`config.mk`:
```
export PLATFORM = sky130hd
export DESIGN_NAME = lsu_top
export DESIGN_NICKNAME = d
export VERILOG_FILES = /design/src/design/lsu_pkg.sv /design/src/design/addr_xlate.sv /design/src/design/ex_stage.sv /design/src/design/lsu_top.sv /design/src/design/mem_stage.sv /design/src/design/tlb_lookup.sv
export SDC_FILE = /design/constraint.sdc
export NUM_CORES = 2
export LEC_CHECK = 0
export ABC_AREA = 1
export ABC_CLOCK_PERIOD_IN_PS = 11400
export BUFFER_PORTS_ARGS = -buffer_cell sky130_fd_sc_hd__buf_2
export CELL_PAD_IN_SITES_DETAIL_PLACEMENT = 0
export CELL_PAD_IN_SITES_GLOBAL_PLACEMENT = 1
export CORE_MARGIN = 3
export CORE_UTILIZATION = 46
export CTS_BUF_LIST = sky130_fd_sc_hd__clkbuf_4
export DETAILED_ROUTE_END_ITERATION = 10
export PLACE_DENSITY_LB_ADDON = 0.2
export SLEW_MARGIN = 20
export SYNTH_ARGS = -nofsm -noshare
export SYNTH_HDL_FRONTEND = slang
export SYNTH_SLANG_ARGS = --single-unit
```
`constraint.sdc`:
```
create_clock -name clk -period 11.4 [get_ports clk]
set_input_delay 1.14 -clock clk [delete_from_list [all_inputs] [get_ports clk]]
set_output_delay 1.14 -clock clk [all_outputs]
set_load 0.1 [all_outputs]
```
`src/design/lsu_pkg.sv`:
```
package lsu_pkg;

    typedef logic [31:0] addr_t;     // virtual or physical address
    typedef logic [31:0] word_t;
    typedef logic [4:0]  reg_idx_t;
    typedef logic [18:0] vppn_t;     // va[31:13], one even/odd page pair
    typedef logic [19:0] ppn_t;
    typedef logic [1:0]  plv_t;
    typedef logic [9:0]  asid_t;
    typedef logic [3:0]  tlb_idx_t;
    typedef logic [5:0]  ecode_t;

    // loads first, stores from OP_ST_B up
    typedef enum logic [2:0] {
        OP_LD_B  = 3'd0,
        OP_LD_H  = 3'd1,
        OP_LD_W  = 3'd2,
        OP_LD_BU = 3'd3,
        OP_LD_HU = 3'd4,
        OP_ST_B  = 3'd5,
        OP_ST_H  = 3'd6,
        OP_ST_W  = 3'd7
    } mem_op_t;

    localparam int TLB_ENTRIES = 16;

    localparam logic [5:0] PS_4K = 6'd12;
    localparam logic [5:0] PS_4M = 6'd21;

    localparam ecode_t ECODE_PIL  = 6'h01;   // load from invalid page
    localparam ecode_t ECODE_PIS  = 6'h02;   // store to invalid page
    localparam ecode_t ECODE_PME  = 6'h04;   // store to clean page
    localparam ecode_t ECODE_PPI  = 6'h07;   // privilege violation
    localparam ecode_t ECODE_ALE  = 6'h09;   // misaligned access
    localparam ecode_t ECODE_TLBR = 6'h3f;   // tlb refill

endpackage

```
`src/design/addr_xlate.sv`:
```
`timescale 1ns/1ps

module addr_xlate (
    input  lsu_pkg::addr_t  vaddr,
    input  logic            is_load,
    input  logic            is_store,
    input  logic            crmd_pg,
    input  lsu_pkg::plv_t   crmd_plv,
    input  lsu_pkg::asid_t  asid,
    input  logic            dmw0_plv_met,
    input  logic [2:0]      dmw0_vseg,
    input  logic [2:0]      dmw0_pseg,
    input  logic            dmw1_plv_met,
    input  logic [2:0]      dmw1_vseg,
    input  logic [2:0]      dmw1_pseg,
    output lsu_pkg::vppn_t  s_vppn,
    output logic            s_va_bit12,
    output logic            s_va_bit21,
    output lsu_pkg::asid_t  s_asid,
    input  logic            s_found,
    input  lsu_pkg::ppn_t   s_ppn,
    input  logic [5:0]      s_ps,
    input  lsu_pkg::plv_t   s_plv,
    input  logic            s_d,
    input  logic            s_v,
    output lsu_pkg::addr_t  pa,
    output logic            xlate_excep,
    output lsu_pkg::ecode_t xlate_ecode
);
    logic           hit_dmw0;
    logic           hit_dmw1;
    logic           use_tlb;
    lsu_pkg::addr_t tlb_pa;

    assign s_vppn     = vaddr[31:13];
    assign s_va_bit12 = vaddr[12];
    assign s_va_bit21 = vaddr[21];
    assign s_asid     = asid;

    assign hit_dmw0 = dmw0_plv_met && dmw0_vseg == vaddr[31:29];
    assign hit_dmw1 = dmw1_plv_met && dmw1_vseg == vaddr[31:29];
    assign use_tlb  = crmd_pg && !hit_dmw0 && !hit_dmw1 && (is_load || is_store);

    assign tlb_pa = (s_ps == lsu_pkg::PS_4M) ? {s_ppn[19:9], vaddr[20:0]}
                                             : {s_ppn, vaddr[11:0]};

    always_comb begin
        if (!crmd_pg) begin
            pa = vaddr;                                 // direct mode
        end else if (hit_dmw0) begin
            pa = {dmw0_pseg, vaddr[28:0]};
        end else if (hit_dmw1) begin
            pa = {dmw1_pseg, vaddr[28:0]};
        end else begin
            pa = tlb_pa;
        end
    end

    // page faults only exist on the mapped path
    always_comb begin
        xlate_excep = use_tlb;
        if (!s_found) begin
            xlate_ecode = lsu_pkg::ECODE_TLBR;
        end else if (!s_v) begin
            xlate_ecode = is_store ? lsu_pkg::ECODE_PIS : lsu_pkg::ECODE_PIL;
        end else if (s_plv > crmd_plv) begin
            xlate_ecode = lsu_pkg::ECODE_PPI;
        end else if (is_store && !s_d) begin
            xlate_ecode = lsu_pkg::ECODE_PME;
        end else begin
            xlate_excep = 1'b0;                         // clean hit
            xlate_ecode = '0;
        end
    end

endmodule

```
`src/design/ex_stage.sv`:
```
`timescale 1ns/1ps

module ex_stage (
    input  logic              clk,
    input  logic              resetn,
    input  logic              flush,
    input  logic              in_valid,
    input  lsu_pkg::mem_op_t  in_op,
    input  lsu_pkg::word_t    in_base,
    input  lsu_pkg::word_t    in_offset,
    input  lsu_pkg::word_t    in_st_data,
    input  lsu_pkg::reg_idx_t in_rd,
    output logic              in_allowin,
    output lsu_pkg::addr_t    ex_vaddr,
    output logic              ex_is_load,
    output logic              ex_is_store,
    input  lsu_pkg::addr_t    pa,
    input  logic              xlate_excep,
    input  lsu_pkg::ecode_t   xlate_ecode,
    output logic              data_sram_req,
    output logic              data_sram_wr,
    output logic [1:0]        data_sram_size,
    output logic [3:0]        data_sram_wstrb,
    output lsu_pkg::addr_t    data_sram_addr,
    output lsu_pkg::word_t    data_sram_wdata,
    input  logic              data_sram_addr_ok,
    input  logic              mem_allowin,
    output logic              ex_to_mem_valid,
    output lsu_pkg::reg_idx_t ex_to_mem_rd,
    output lsu_pkg::mem_op_t  ex_to_mem_op,
    output logic [1:0]        ex_to_mem_lowaddr,
    output logic              ex_to_mem_excep,
    output lsu_pkg::ecode_t   ex_to_mem_ecode,
    output lsu_pkg::addr_t    ex_to_mem_badv,
    output logic              ex_to_mem_has_req
);
    logic              ex_valid;
    lsu_pkg::mem_op_t  ex_op;
    lsu_pkg::word_t    ex_base;
    lsu_pkg::word_t    ex_offset;
    lsu_pkg::word_t    ex_st_data;
    lsu_pkg::reg_idx_t ex_rd;
    logic [1:0]        acc_size;     // 0 byte, 1 half, 2 word
    logic              is_st;
    logic              ale;
    logic              ex_excep;
    logic              ex_ready_go;

    always_ff @(posedge clk) begin
        if (!resetn) begin
            ex_valid <= 1'b0;
        end else if (flush) begin
            ex_valid <= 1'b0;
        end else if (in_allowin) begin
            ex_valid <= in_valid;
        end
    end

    always_ff @(posedge clk) begin
        if (in_valid && in_allowin) begin
            ex_op      <= in_op;
            ex_base    <= in_base;
            ex_offset  <= in_offset;
            ex_st_data <= in_st_data;
            ex_rd      <= in_rd;
        end
    end

    always_comb begin
        case (ex_op)
            lsu_pkg::OP_LD_B, lsu_pkg::OP_LD_BU, lsu_pkg::OP_ST_B: acc_size = 2'd0;
            lsu_pkg::OP_LD_H, lsu_pkg::OP_LD_HU, lsu_pkg::OP_ST_H: acc_size = 2'd1;
            default:                                               acc_size = 2'd2;
        endcase
    end

    assign is_st       = ex_op inside {lsu_pkg::OP_ST_B, lsu_pkg::OP_ST_H, lsu_pkg::OP_ST_W};
    assign ex_vaddr    = ex_base + ex_offset;
    assign ex_is_load  = ex_valid && !is_st;
    assign ex_is_store = ex_valid && is_st;

    assign ale = ex_valid && ((acc_size == 2'd1 && ex_vaddr[0])
                           || (acc_size == 2'd2 && ex_vaddr[1:0] != 2'b00));
    assign ex_excep = ale || xlate_excep;

    // excepting access never reaches the bus
    assign data_sram_req   = ex_valid && !ex_excep && !flush && mem_allowin;
    assign data_sram_wr    = is_st;
    assign data_sram_size  = acc_size;
    assign data_sram_addr  = pa;

    always_comb begin
        case (acc_size)
            2'd0: begin
                data_sram_wstrb = 4'b0001 << ex_vaddr[1:0];
                data_sram_wdata = {4{ex_st_data[7:0]}};
            end
            2'd1: begin
                data_sram_wstrb = ex_vaddr[1] ? 4'b1100 : 4'b0011;
                data_sram_wdata = {2{ex_st_data[15:0]}};
            end
            default: begin
                data_sram_wstrb = 4'b1111;
                data_sram_wdata = ex_st_data;
            end
        endcase
        if (!is_st) begin
            data_sram_wstrb = 4'b0000;                // loads write nothing
        end
    end

    assign ex_ready_go = (data_sram_req && data_sram_addr_ok) || ex_excep;
    assign in_allowin  = !ex_valid || (ex_ready_go && mem_allowin);

    assign ex_to_mem_valid   = ex_valid && ex_ready_go;
    assign ex_to_mem_rd      = ex_rd;
    assign ex_to_mem_op      = ex_op;
    assign ex_to_mem_lowaddr = ex_vaddr[1:0];          // same in va and pa
    assign ex_to_mem_excep   = ex_excep;
    assign ex_to_mem_ecode   = ale ? lsu_pkg::ECODE_ALE : xlate_ecode;
    assign ex_to_mem_badv    = ex_vaddr;
    assign ex_to_mem_has_req = !ex_excep;

endmodule

```
`src/design/lsu_top.sv`:
```
`timescale 1ns/1ps

module lsu_top (
    input  logic              clk,
    input  logic              resetn,
    input  logic              flush,
    input  logic              in_valid,
    input  lsu_pkg::mem_op_t  in_op,
    input  lsu_pkg::word_t    in_base,
    input  lsu_pkg::word_t    in_offset,
    input  lsu_pkg::word_t    in_st_data,
    input  lsu_pkg::reg_idx_t in_rd,
    output logic              in_allowin,
    input  logic              crmd_pg,
    input  lsu_pkg::plv_t     crmd_plv,
    input  lsu_pkg::asid_t    asid,
    input  logic              dmw0_plv_met,
    input  logic [2:0]        dmw0_vseg,
    input  logic [2:0]        dmw0_pseg,
    input  logic              dmw1_plv_met,
    input  logic [2:0]        dmw1_vseg,
    input  logic [2:0]        dmw1_pseg,
    input  logic              tlb_we,
    input  lsu_pkg::tlb_idx_t tlb_w_index,
    input  lsu_pkg::vppn_t    tlb_w_vppn,
    input  logic              tlb_w_ps4m,
    input  logic              tlb_w_g,
    input  lsu_pkg::asid_t    tlb_w_asid,
    input  lsu_pkg::ppn_t     tlb_w_ppn0,
    input  lsu_pkg::ppn_t     tlb_w_ppn1,
    input  lsu_pkg::plv_t     tlb_w_plv0,
    input  lsu_pkg::plv_t     tlb_w_plv1,
    input  logic              tlb_w_d0,
    input  logic              tlb_w_d1,
    input  logic              tlb_w_v0,
    input  logic              tlb_w_v1,
    output logic              data_sram_req,
    output logic              data_sram_wr,
    output logic [1:0]        data_sram_size,
    output logic [3:0]        data_sram_wstrb,
    output lsu_pkg::addr_t    data_sram_addr,
    output lsu_pkg::word_t    data_sram_wdata,
    input  logic              data_sram_addr_ok,
    input  logic              data_sram_data_ok,
    input  lsu_pkg::word_t    data_sram_rdata,
    output logic              wb_valid,
    output logic              wb_we,
    output lsu_pkg::reg_idx_t wb_rd,
    output lsu_pkg::word_t    wb_data,
    output logic              wb_excep,
    output lsu_pkg::ecode_t   wb_ecode,
    output lsu_pkg::addr_t    wb_badv
);
    lsu_pkg::addr_t    ex_vaddr;
    logic              ex_is_load;
    logic              ex_is_store;
    lsu_pkg::addr_t    pa;
    logic              xlate_excep;
    lsu_pkg::ecode_t   xlate_ecode;
    logic              mem_allowin;
    logic              ex_to_mem_valid;
    lsu_pkg::reg_idx_t ex_to_mem_rd;
    lsu_pkg::mem_op_t  ex_to_mem_op;
    logic [1:0]        ex_to_mem_lowaddr;
    logic              ex_to_mem_excep;
    lsu_pkg::ecode_t   ex_to_mem_ecode;
    lsu_pkg::addr_t    ex_to_mem_badv;
    logic              ex_to_mem_has_req;
    lsu_pkg::vppn_t    s_vppn;
    logic              s_va_bit12;
    logic              s_va_bit21;
    lsu_pkg::asid_t    s_asid;
    logic              s_found;
    lsu_pkg::ppn_t     s_ppn;
    logic [5:0]        s_ps;
    lsu_pkg::plv_t     s_plv;
    logic              s_d;
    logic              s_v;

    ex_stage u_ex (.*);

    addr_xlate u_xlate (
        .vaddr    (ex_vaddr),
        .is_load  (ex_is_load),
        .is_store (ex_is_store),
        .*
    );

    tlb_lookup u_tlb (
        .s_index (),            // no tlb instructions in this slice
        .*
    );

    mem_stage u_mem (.*);

endmodule

```
`src/design/mem_stage.sv`:
```
`timescale 1ns/1ps

module mem_stage (
    input  logic              clk,
    input  logic              resetn,
    input  logic              flush,
    input  logic              ex_to_mem_valid,
    input  lsu_pkg::reg_idx_t ex_to_mem_rd,
    input  lsu_pkg::mem_op_t  ex_to_mem_op,
    input  logic [1:0]        ex_to_mem_lowaddr,
    input  logic              ex_to_mem_excep,
    input  lsu_pkg::ecode_t   ex_to_mem_ecode,
    input  lsu_pkg::addr_t    ex_to_mem_badv,
    input  logic              ex_to_mem_has_req,
    output logic              mem_allowin,
    input  logic              data_sram_data_ok,
    input  lsu_pkg::word_t    data_sram_rdata,
    output logic              wb_valid,
    output logic              wb_we,
    output lsu_pkg::reg_idx_t wb_rd,
    output lsu_pkg::word_t    wb_data,
    output logic              wb_excep,
    output lsu_pkg::ecode_t   wb_ecode,
    output lsu_pkg::addr_t    wb_badv
);
    logic              mem_valid;
    logic              mem_discard;   // swallow one data_ok after flush
    lsu_pkg::reg_idx_t mem_rd;
    lsu_pkg::mem_op_t  mem_op;
    logic [1:0]        mem_lowaddr;
    logic              mem_excep;
    lsu_pkg::ecode_t   mem_ecode;
    lsu_pkg::addr_t    mem_badv;
    logic              mem_has_req;
    logic              mem_done;
    lsu_pkg::word_t    shifted;
    lsu_pkg::word_t    ld_data;

    assign mem_done    = mem_valid && (!mem_has_req || data_sram_data_ok);
    assign mem_allowin = !mem_discard && (!mem_valid || mem_done);

    always_ff @(posedge clk) begin
        if (!resetn) begin
            mem_valid <= 1'b0;
        end else if (flush) begin
            mem_valid <= 1'b0;
        end else if (mem_allowin) begin
            mem_valid <= ex_to_mem_valid;
        end
    end

    always_ff @(posedge clk) begin
        if (!resetn) begin
            mem_discard <= 1'b0;
        end else if (flush && mem_valid && mem_has_req && !data_sram_data_ok) begin
            mem_discard <= 1'b1;
        end else if (data_sram_data_ok) begin
            mem_discard <= 1'b0;
        end
    end

    always_ff @(posedge clk) begin
        if (ex_to_mem_valid && mem_allowin) begin
            mem_rd      <= ex_to_mem_rd;
            mem_op      <= ex_to_mem_op;
            mem_lowaddr <= ex_to_mem_lowaddr;
            mem_excep   <= ex_to_mem_excep;
            mem_ecode   <= ex_to_mem_ecode;
            mem_badv    <= ex_to_mem_badv;
            mem_has_req <= ex_to_mem_has_req;
        end
    end

    assign shifted = data_sram_rdata >> {mem_lowaddr, 3'b000};

    always_comb begin
        case (mem_op)
            lsu_pkg::OP_LD_B:  ld_data = {{24{shifted[7]}}, shifted[7:0]};
            lsu_pkg::OP_LD_BU: ld_data = {24'b0, shifted[7:0]};
            lsu_pkg::OP_LD_H:  ld_data = {{16{shifted[15]}}, shifted[15:0]};
            lsu_pkg::OP_LD_HU: ld_data = {16'b0, shifted[15:0]};
            default:           ld_data = data_sram_rdata;
        endcase
    end

    // flush drops a result completing in the same cycle
    assign wb_valid = mem_done && !flush;
    assign wb_we    = wb_valid && !mem_excep && mem_op inside {lsu_pkg::OP_LD_B,
                      lsu_pkg::OP_LD_H, lsu_pkg::OP_LD_W, lsu_pkg::OP_LD_BU, lsu_pkg::OP_LD_HU};
    assign wb_data  = wb_we ? ld_data : '0;
    assign wb_rd    = mem_rd;
    assign wb_excep = mem_excep;
    assign wb_ecode = mem_ecode;
    assign wb_badv  = mem_badv;

endmodule

```
`src/design/tlb_lookup.sv`:
```
`timescale 1ns/1ps

module tlb_lookup (
    input  logic              clk,
    input  logic              resetn,
    input  logic              tlb_we,
    input  lsu_pkg::tlb_idx_t tlb_w_index,
    input  lsu_pkg::vppn_t    tlb_w_vppn,
    input  logic              tlb_w_ps4m,
    input  logic              tlb_w_g,
    input  lsu_pkg::asid_t    tlb_w_asid,
    input  lsu_pkg::ppn_t     tlb_w_ppn0,
    input  lsu_pkg::ppn_t     tlb_w_ppn1,
    input  lsu_pkg::plv_t     tlb_w_plv0,
    input  lsu_pkg::plv_t     tlb_w_plv1,
    input  logic              tlb_w_d0,
    input  logic              tlb_w_d1,
    input  logic              tlb_w_v0,
    input  logic              tlb_w_v1,
    input  lsu_pkg::vppn_t    s_vppn,
    input  logic              s_va_bit12,
    input  logic              s_va_bit21,
    input  lsu_pkg::asid_t    s_asid,
    output logic              s_found,
    output lsu_pkg::tlb_idx_t s_index,
    output lsu_pkg::ppn_t     s_ppn,
    output logic [5:0]        s_ps,
    output lsu_pkg::plv_t     s_plv,
    output logic              s_d,
    output logic              s_v
);
    localparam int N = lsu_pkg::TLB_ENTRIES;

    logic [N-1:0]   tlb_e;                 // entry present
    lsu_pkg::vppn_t tlb_vppn [N];
    logic [N-1:0]   tlb_ps4m;
    logic [N-1:0]   tlb_g;
    lsu_pkg::asid_t tlb_asid [N];
    lsu_pkg::ppn_t  tlb_ppn  [N][2];       // [entry][odd page]
    lsu_pkg::plv_t  tlb_plv  [N][2];
    logic [1:0]     tlb_d    [N];          // {odd, even}
    logic [1:0]     tlb_v    [N];
    logic [N-1:0]   match;
    logic           odd;

    always_ff @(posedge clk) begin
        if (!resetn) begin
            tlb_e <= '0;
        end else if (tlb_we) begin
            tlb_e[tlb_w_index] <= 1'b1;
        end
    end

    always_ff @(posedge clk) begin
        if (tlb_we) begin
            tlb_vppn[tlb_w_index]   <= tlb_w_vppn;
            tlb_ps4m[tlb_w_index]   <= tlb_w_ps4m;
            tlb_g[tlb_w_index]      <= tlb_w_g;
            tlb_asid[tlb_w_index]   <= tlb_w_asid;
            tlb_ppn[tlb_w_index][0] <= tlb_w_ppn0;
            tlb_ppn[tlb_w_index][1] <= tlb_w_ppn1;
            tlb_plv[tlb_w_index][0] <= tlb_w_plv0;
            tlb_plv[tlb_w_index][1] <= tlb_w_plv1;
            tlb_d[tlb_w_index]      <= {tlb_w_d1, tlb_w_d0};
            tlb_v[tlb_w_index]      <= {tlb_w_v1, tlb_w_v0};
        end
    end

    // 4M pages ignore the low 9 vppn bits
    always_comb begin
        for (int i = 0; i < N; i++) begin
            match[i] = tlb_e[i] && (tlb_g[i] || tlb_asid[i] == s_asid)
                    && tlb_vppn[i][18:9] == s_vppn[18:9]
                    && (tlb_ps4m[i] || tlb_vppn[i][8:0] == s_vppn[8:0]);
        end
    end

    always_comb begin
        s_found = 1'b0;
        s_index = '0;
        for (int i = 0; i < N; i++) begin
            if (match[i] && !s_found) begin     // lowest index wins
                s_found = 1'b1;
                s_index = lsu_pkg::tlb_idx_t'(i);
            end
        end
    end

    assign odd   = tlb_ps4m[s_index] ? s_va_bit21 : s_va_bit12;
    assign s_ps  = tlb_ps4m[s_index] ? lsu_pkg::PS_4M : lsu_pkg::PS_4K;
    assign s_ppn = tlb_ppn[s_index][odd];
    assign s_plv = tlb_plv[s_index][odd];
    assign s_d   = tlb_d[s_index][odd];
    assign s_v   = tlb_v[s_index][odd];

endmodule

```
==> impl_metrics.tcl <==
set metrics [dict create \
    drive_above_1_share_pct 19.5 \
    rows 135 \
    synth.ff_latch_count 1434 \
    clock-root-buffer "clkbuf_4" \
    worst_r2r_path_depth 45 \
    r2r-end "u_ex.ex_to_mem_rd[2]" \
    yosysWarnings 0 \
    critPathLaunchType "register" \
    place_area_um2 66400 \
    rrSetupSlack_ns 2.06 \
    synth.cell_area_um2 62900 \
    synth.distinct_cells 66 \
    first_global_vias 42891 \
    finalWirelength_um 192000 \
    leakagePower_nw 27.4 \
    crit_slowest_cell "nand2_1" \
    clock.fmax_mhz 94.2 \
    drtPass1Iterations 6 \
    vias 45006 \
    area_delta_synth_final_pct 14.9 \
    synth_top_area_cell "edfxtp_1" \
    io_buffers 403 \
    slew_violations 0 \
    vdd_ir_drop_max_mv 0.125 \
    hold_start "in_offset[30]" \
    worst_slew_pin_slew_ns 1.07 \
    status "finished clean" \
    syn_avg_cell_area_um2 11.6 \
    power_density_nw_per_um2 167 \
    grt_use_total_pct 26.6 \
    min_to "u_ex.ex_offset[30]" \
    clk_pin_slew_ns 0.06 \
    htreeDepth 5 \
    ys_async_sr_fraction_pct 0 \
    max_slew_margin_pct 28.2 \
    synth_edf_count 1415 \
    die_h_um 376 \
    drcViolationCount 0 \
    synth_area_leaders "edfxtp_1, nand2_1, nor2_1" \
    cap_violations 0 \
    wl_per_cell_um 23.5 \
    start_util_pct 46.4 \
    crit_arrival_ns 9.48 \
    dp_slack_ns 1.79 \
    cpMostUsedCell "nand2_1" \
    die_w_um 376 \
    syn_inst 5398 \
    fin_crit_sh_pct 93.1 \
    fin_crit_ns 10.62 \
    setup_tns_ns 0 \
    synthFlopType "edfxtp_1" \
    finish.instance_area_um2 72200 \
    cts_setup_buffers 0 \
    r2r_start "u_ex.ex_base[0]" \
    crit_path_end_kind "primary output" \
    holdWs_ns 0.129 \
    final_hold_viol_count 0 \
    hold_path_class "input port to register" \
    totalPowerFinal_mw 12.0 \
    dieArea_um2 141000 \
    grt_pass1_wl_um 278000 \
    cts_buffers 389 \
    clk_latency_ns 1.29 \
    viasPerCell 5.51 \
    worstHoldPathCells 1 \
    antenna_found_initial 21 \
    drt_iter0_markers 4280 \
    fp.coreArea_um2 136000 \
    ioPinCount 404 \
    finalNonFillerCells 8168 \
    place_inst 7394 \
    nets 6391 \
    tritoncts "yes" \
    grt_overflow 0 \
    seq_area_frac_synth_pct 68.2 \
    critPathRequiredTime_ns 10.26 \
    syn_nets 5685 \
    slowest_delay_ns 0.78 \
    finalSetupViolations 0 \
    cp_max_fo 65 \
    crit_type "register to primary output" \
    utilization_pct 53.3 \
    grt_max_degree 141 \
    drtAntennaViolNets 0 \
    hpwl_um 113000 \
    cts.sinks 1434 \
    finClkSkew_ns 0.0987 \
    setup_ws_ns 0.785 \
    netlist.area_leader.share_pct 67.6 \
    cts_buffer_depth 4 \
    gp_congestion 0.892 \
]
[critical path: cells and delay by family (launching register included)]
kind / cells / cell delay, ns
compound gates: 4 / 0.76
fa+ha+maj: 2 / 0.69
buf+inv: 6 / 1.33
flops: 1 / 0.37
simple gates: 33 / 5.00
[kinds of logic (layout without fill, tap and decap cells)]
| logic type | after synthesis | after routing | share of synthesized area, % |
|---|---|---|---|
| AO/OA/AOI/OAI | 933 | 933 | 8.78 |
| XOR/XNOR | 228 | 228 | 3.18 |
| adder cells (fa/ha/maj) | 34 | 34 | 0.689 |
| buffers and inverters | 685 | 1650 | 4.88 |
| flip-flops | 1434 | 1434 | 68.2 |
| other | 0 | 22 | 0 |
| AND/OR/NAND/NOR | 2084 | 2086 | 14.3 |
[worst max path at each step]
stage	to	startpoint
floorplan	u_ex.ex_base[0]	asid[7]
global placement	data_sram_req	asid[2]
detailed placement	data_sram_req	asid[2]
CTS	data_sram_req	u_ex.ex_base[0]
global route	data_sram_req	u_ex.ex_base[0]
finish	data_sram_req	u_ex.ex_offset[12]
[layer usage]
layer	track usage (%)	routed length [µm]	vias up
met1	37.2	82900	22065
met2	41.9	89600	1838
met4	8.17	4420	8
li1	-	-	20777
met5	0	54	-
met3	5.40	14900	318
[cells in the mapped netlist (all sizes together) (2+ instances only)]
cell type  number
buf           171
a21o            2
o22ai         112
nand4          62
dfxtp          19
a32o            3
a21oi          97
a21boi          3
nor3b          14
inv           426
a31oi          18
a211oi         15
a41oi           5
o211ai         42
nand3         263
ha             33
o2111ai         9
o21a            2
o21ai         510
and3            2
or2            52
xor2          203
clkbuf         81
nor3           32
nor2          664
o31ai           7
xnor2          25
nand2         947
clkinv          7
nand3b         10
o221ai         86
a2111oi         5
nor4           36
edfxtp       1415
o221a          11
[layout by cell type (no fill, tap or decap), types with 10 or more instances in the layout]
cell              n
nor4_1           33
ha_1             33
o221ai_1         86
nor2_4           19
dlygate4sd3_1    98
nand3b_1         10
nand2_2          46
nor3b_1          14
xor2_1          203
diode_2          22
inv_1           409
o21ai_0         434
nor3_1           29
nand3_1         254
buf_4            60
nand2_1         892
xnor2_1          25
buf_2           402
clkinv_1         64
o211ai_1         42
dfxtp_1          19
a211oi_1         14
a21oi_1          94
clkbuf_4        580
nor2_1          631
a31oi_1          18
nor2_2           14
or2_2            41
inv_2            14
o21ai_1          76
edfxtp_1       1415
clkinv_2         10
o22ai_1         112
nand4_1          58
[registers in the layout (all words and copies together) (netlist names), 16 cells and up]
signal / count
u_tlb.tlb_plv: 64
u_ex.ex_base: 32
u_tlb.tlb_ppn: 640
u_tlb.tlb_asid: 160
u_mem.wb_badv: 32
u_tlb.tlb_d: 32
u_ex.ex_st_data: 32
u_ex.ex_offset: 32
u_tlb.tlb_e: 16
u_tlb.tlb_v: 32
u_tlb.tlb_ps4m: 16
u_tlb.tlb_vppn: 304
u_tlb.tlb_g: 16
[repair_timing]
| item | 4_1_cts | 5_1_grt |
|---|---|---|
| setup endpoints to repair | 0 | 3 |
| hold buffers | 98 | 0 |
| gates resized for setup | 0 | 5 |
| endpoints found under the hold margin | 98 | 0 |
[power breakdown]
group	internal, mW	total (mW)	switching, mW
Sequential	5.94	5.98	0.0439
Combinational	0.343	1.61	1.27
Clock	2.39	4.45	2.06
[final cells by class]
cell class	count	area, µm²
clock buffers	580	4350
diodes	22	55.1
multi-input cells	3281	17200
repair buffers	565	3540
flip-flops and latches	1434	42900
clock inverters	72	388
inverters	433	1650
well taps	1781	2230
fillers	11935	63400
No activity file was read; power rests on OpenSTA's default activity.
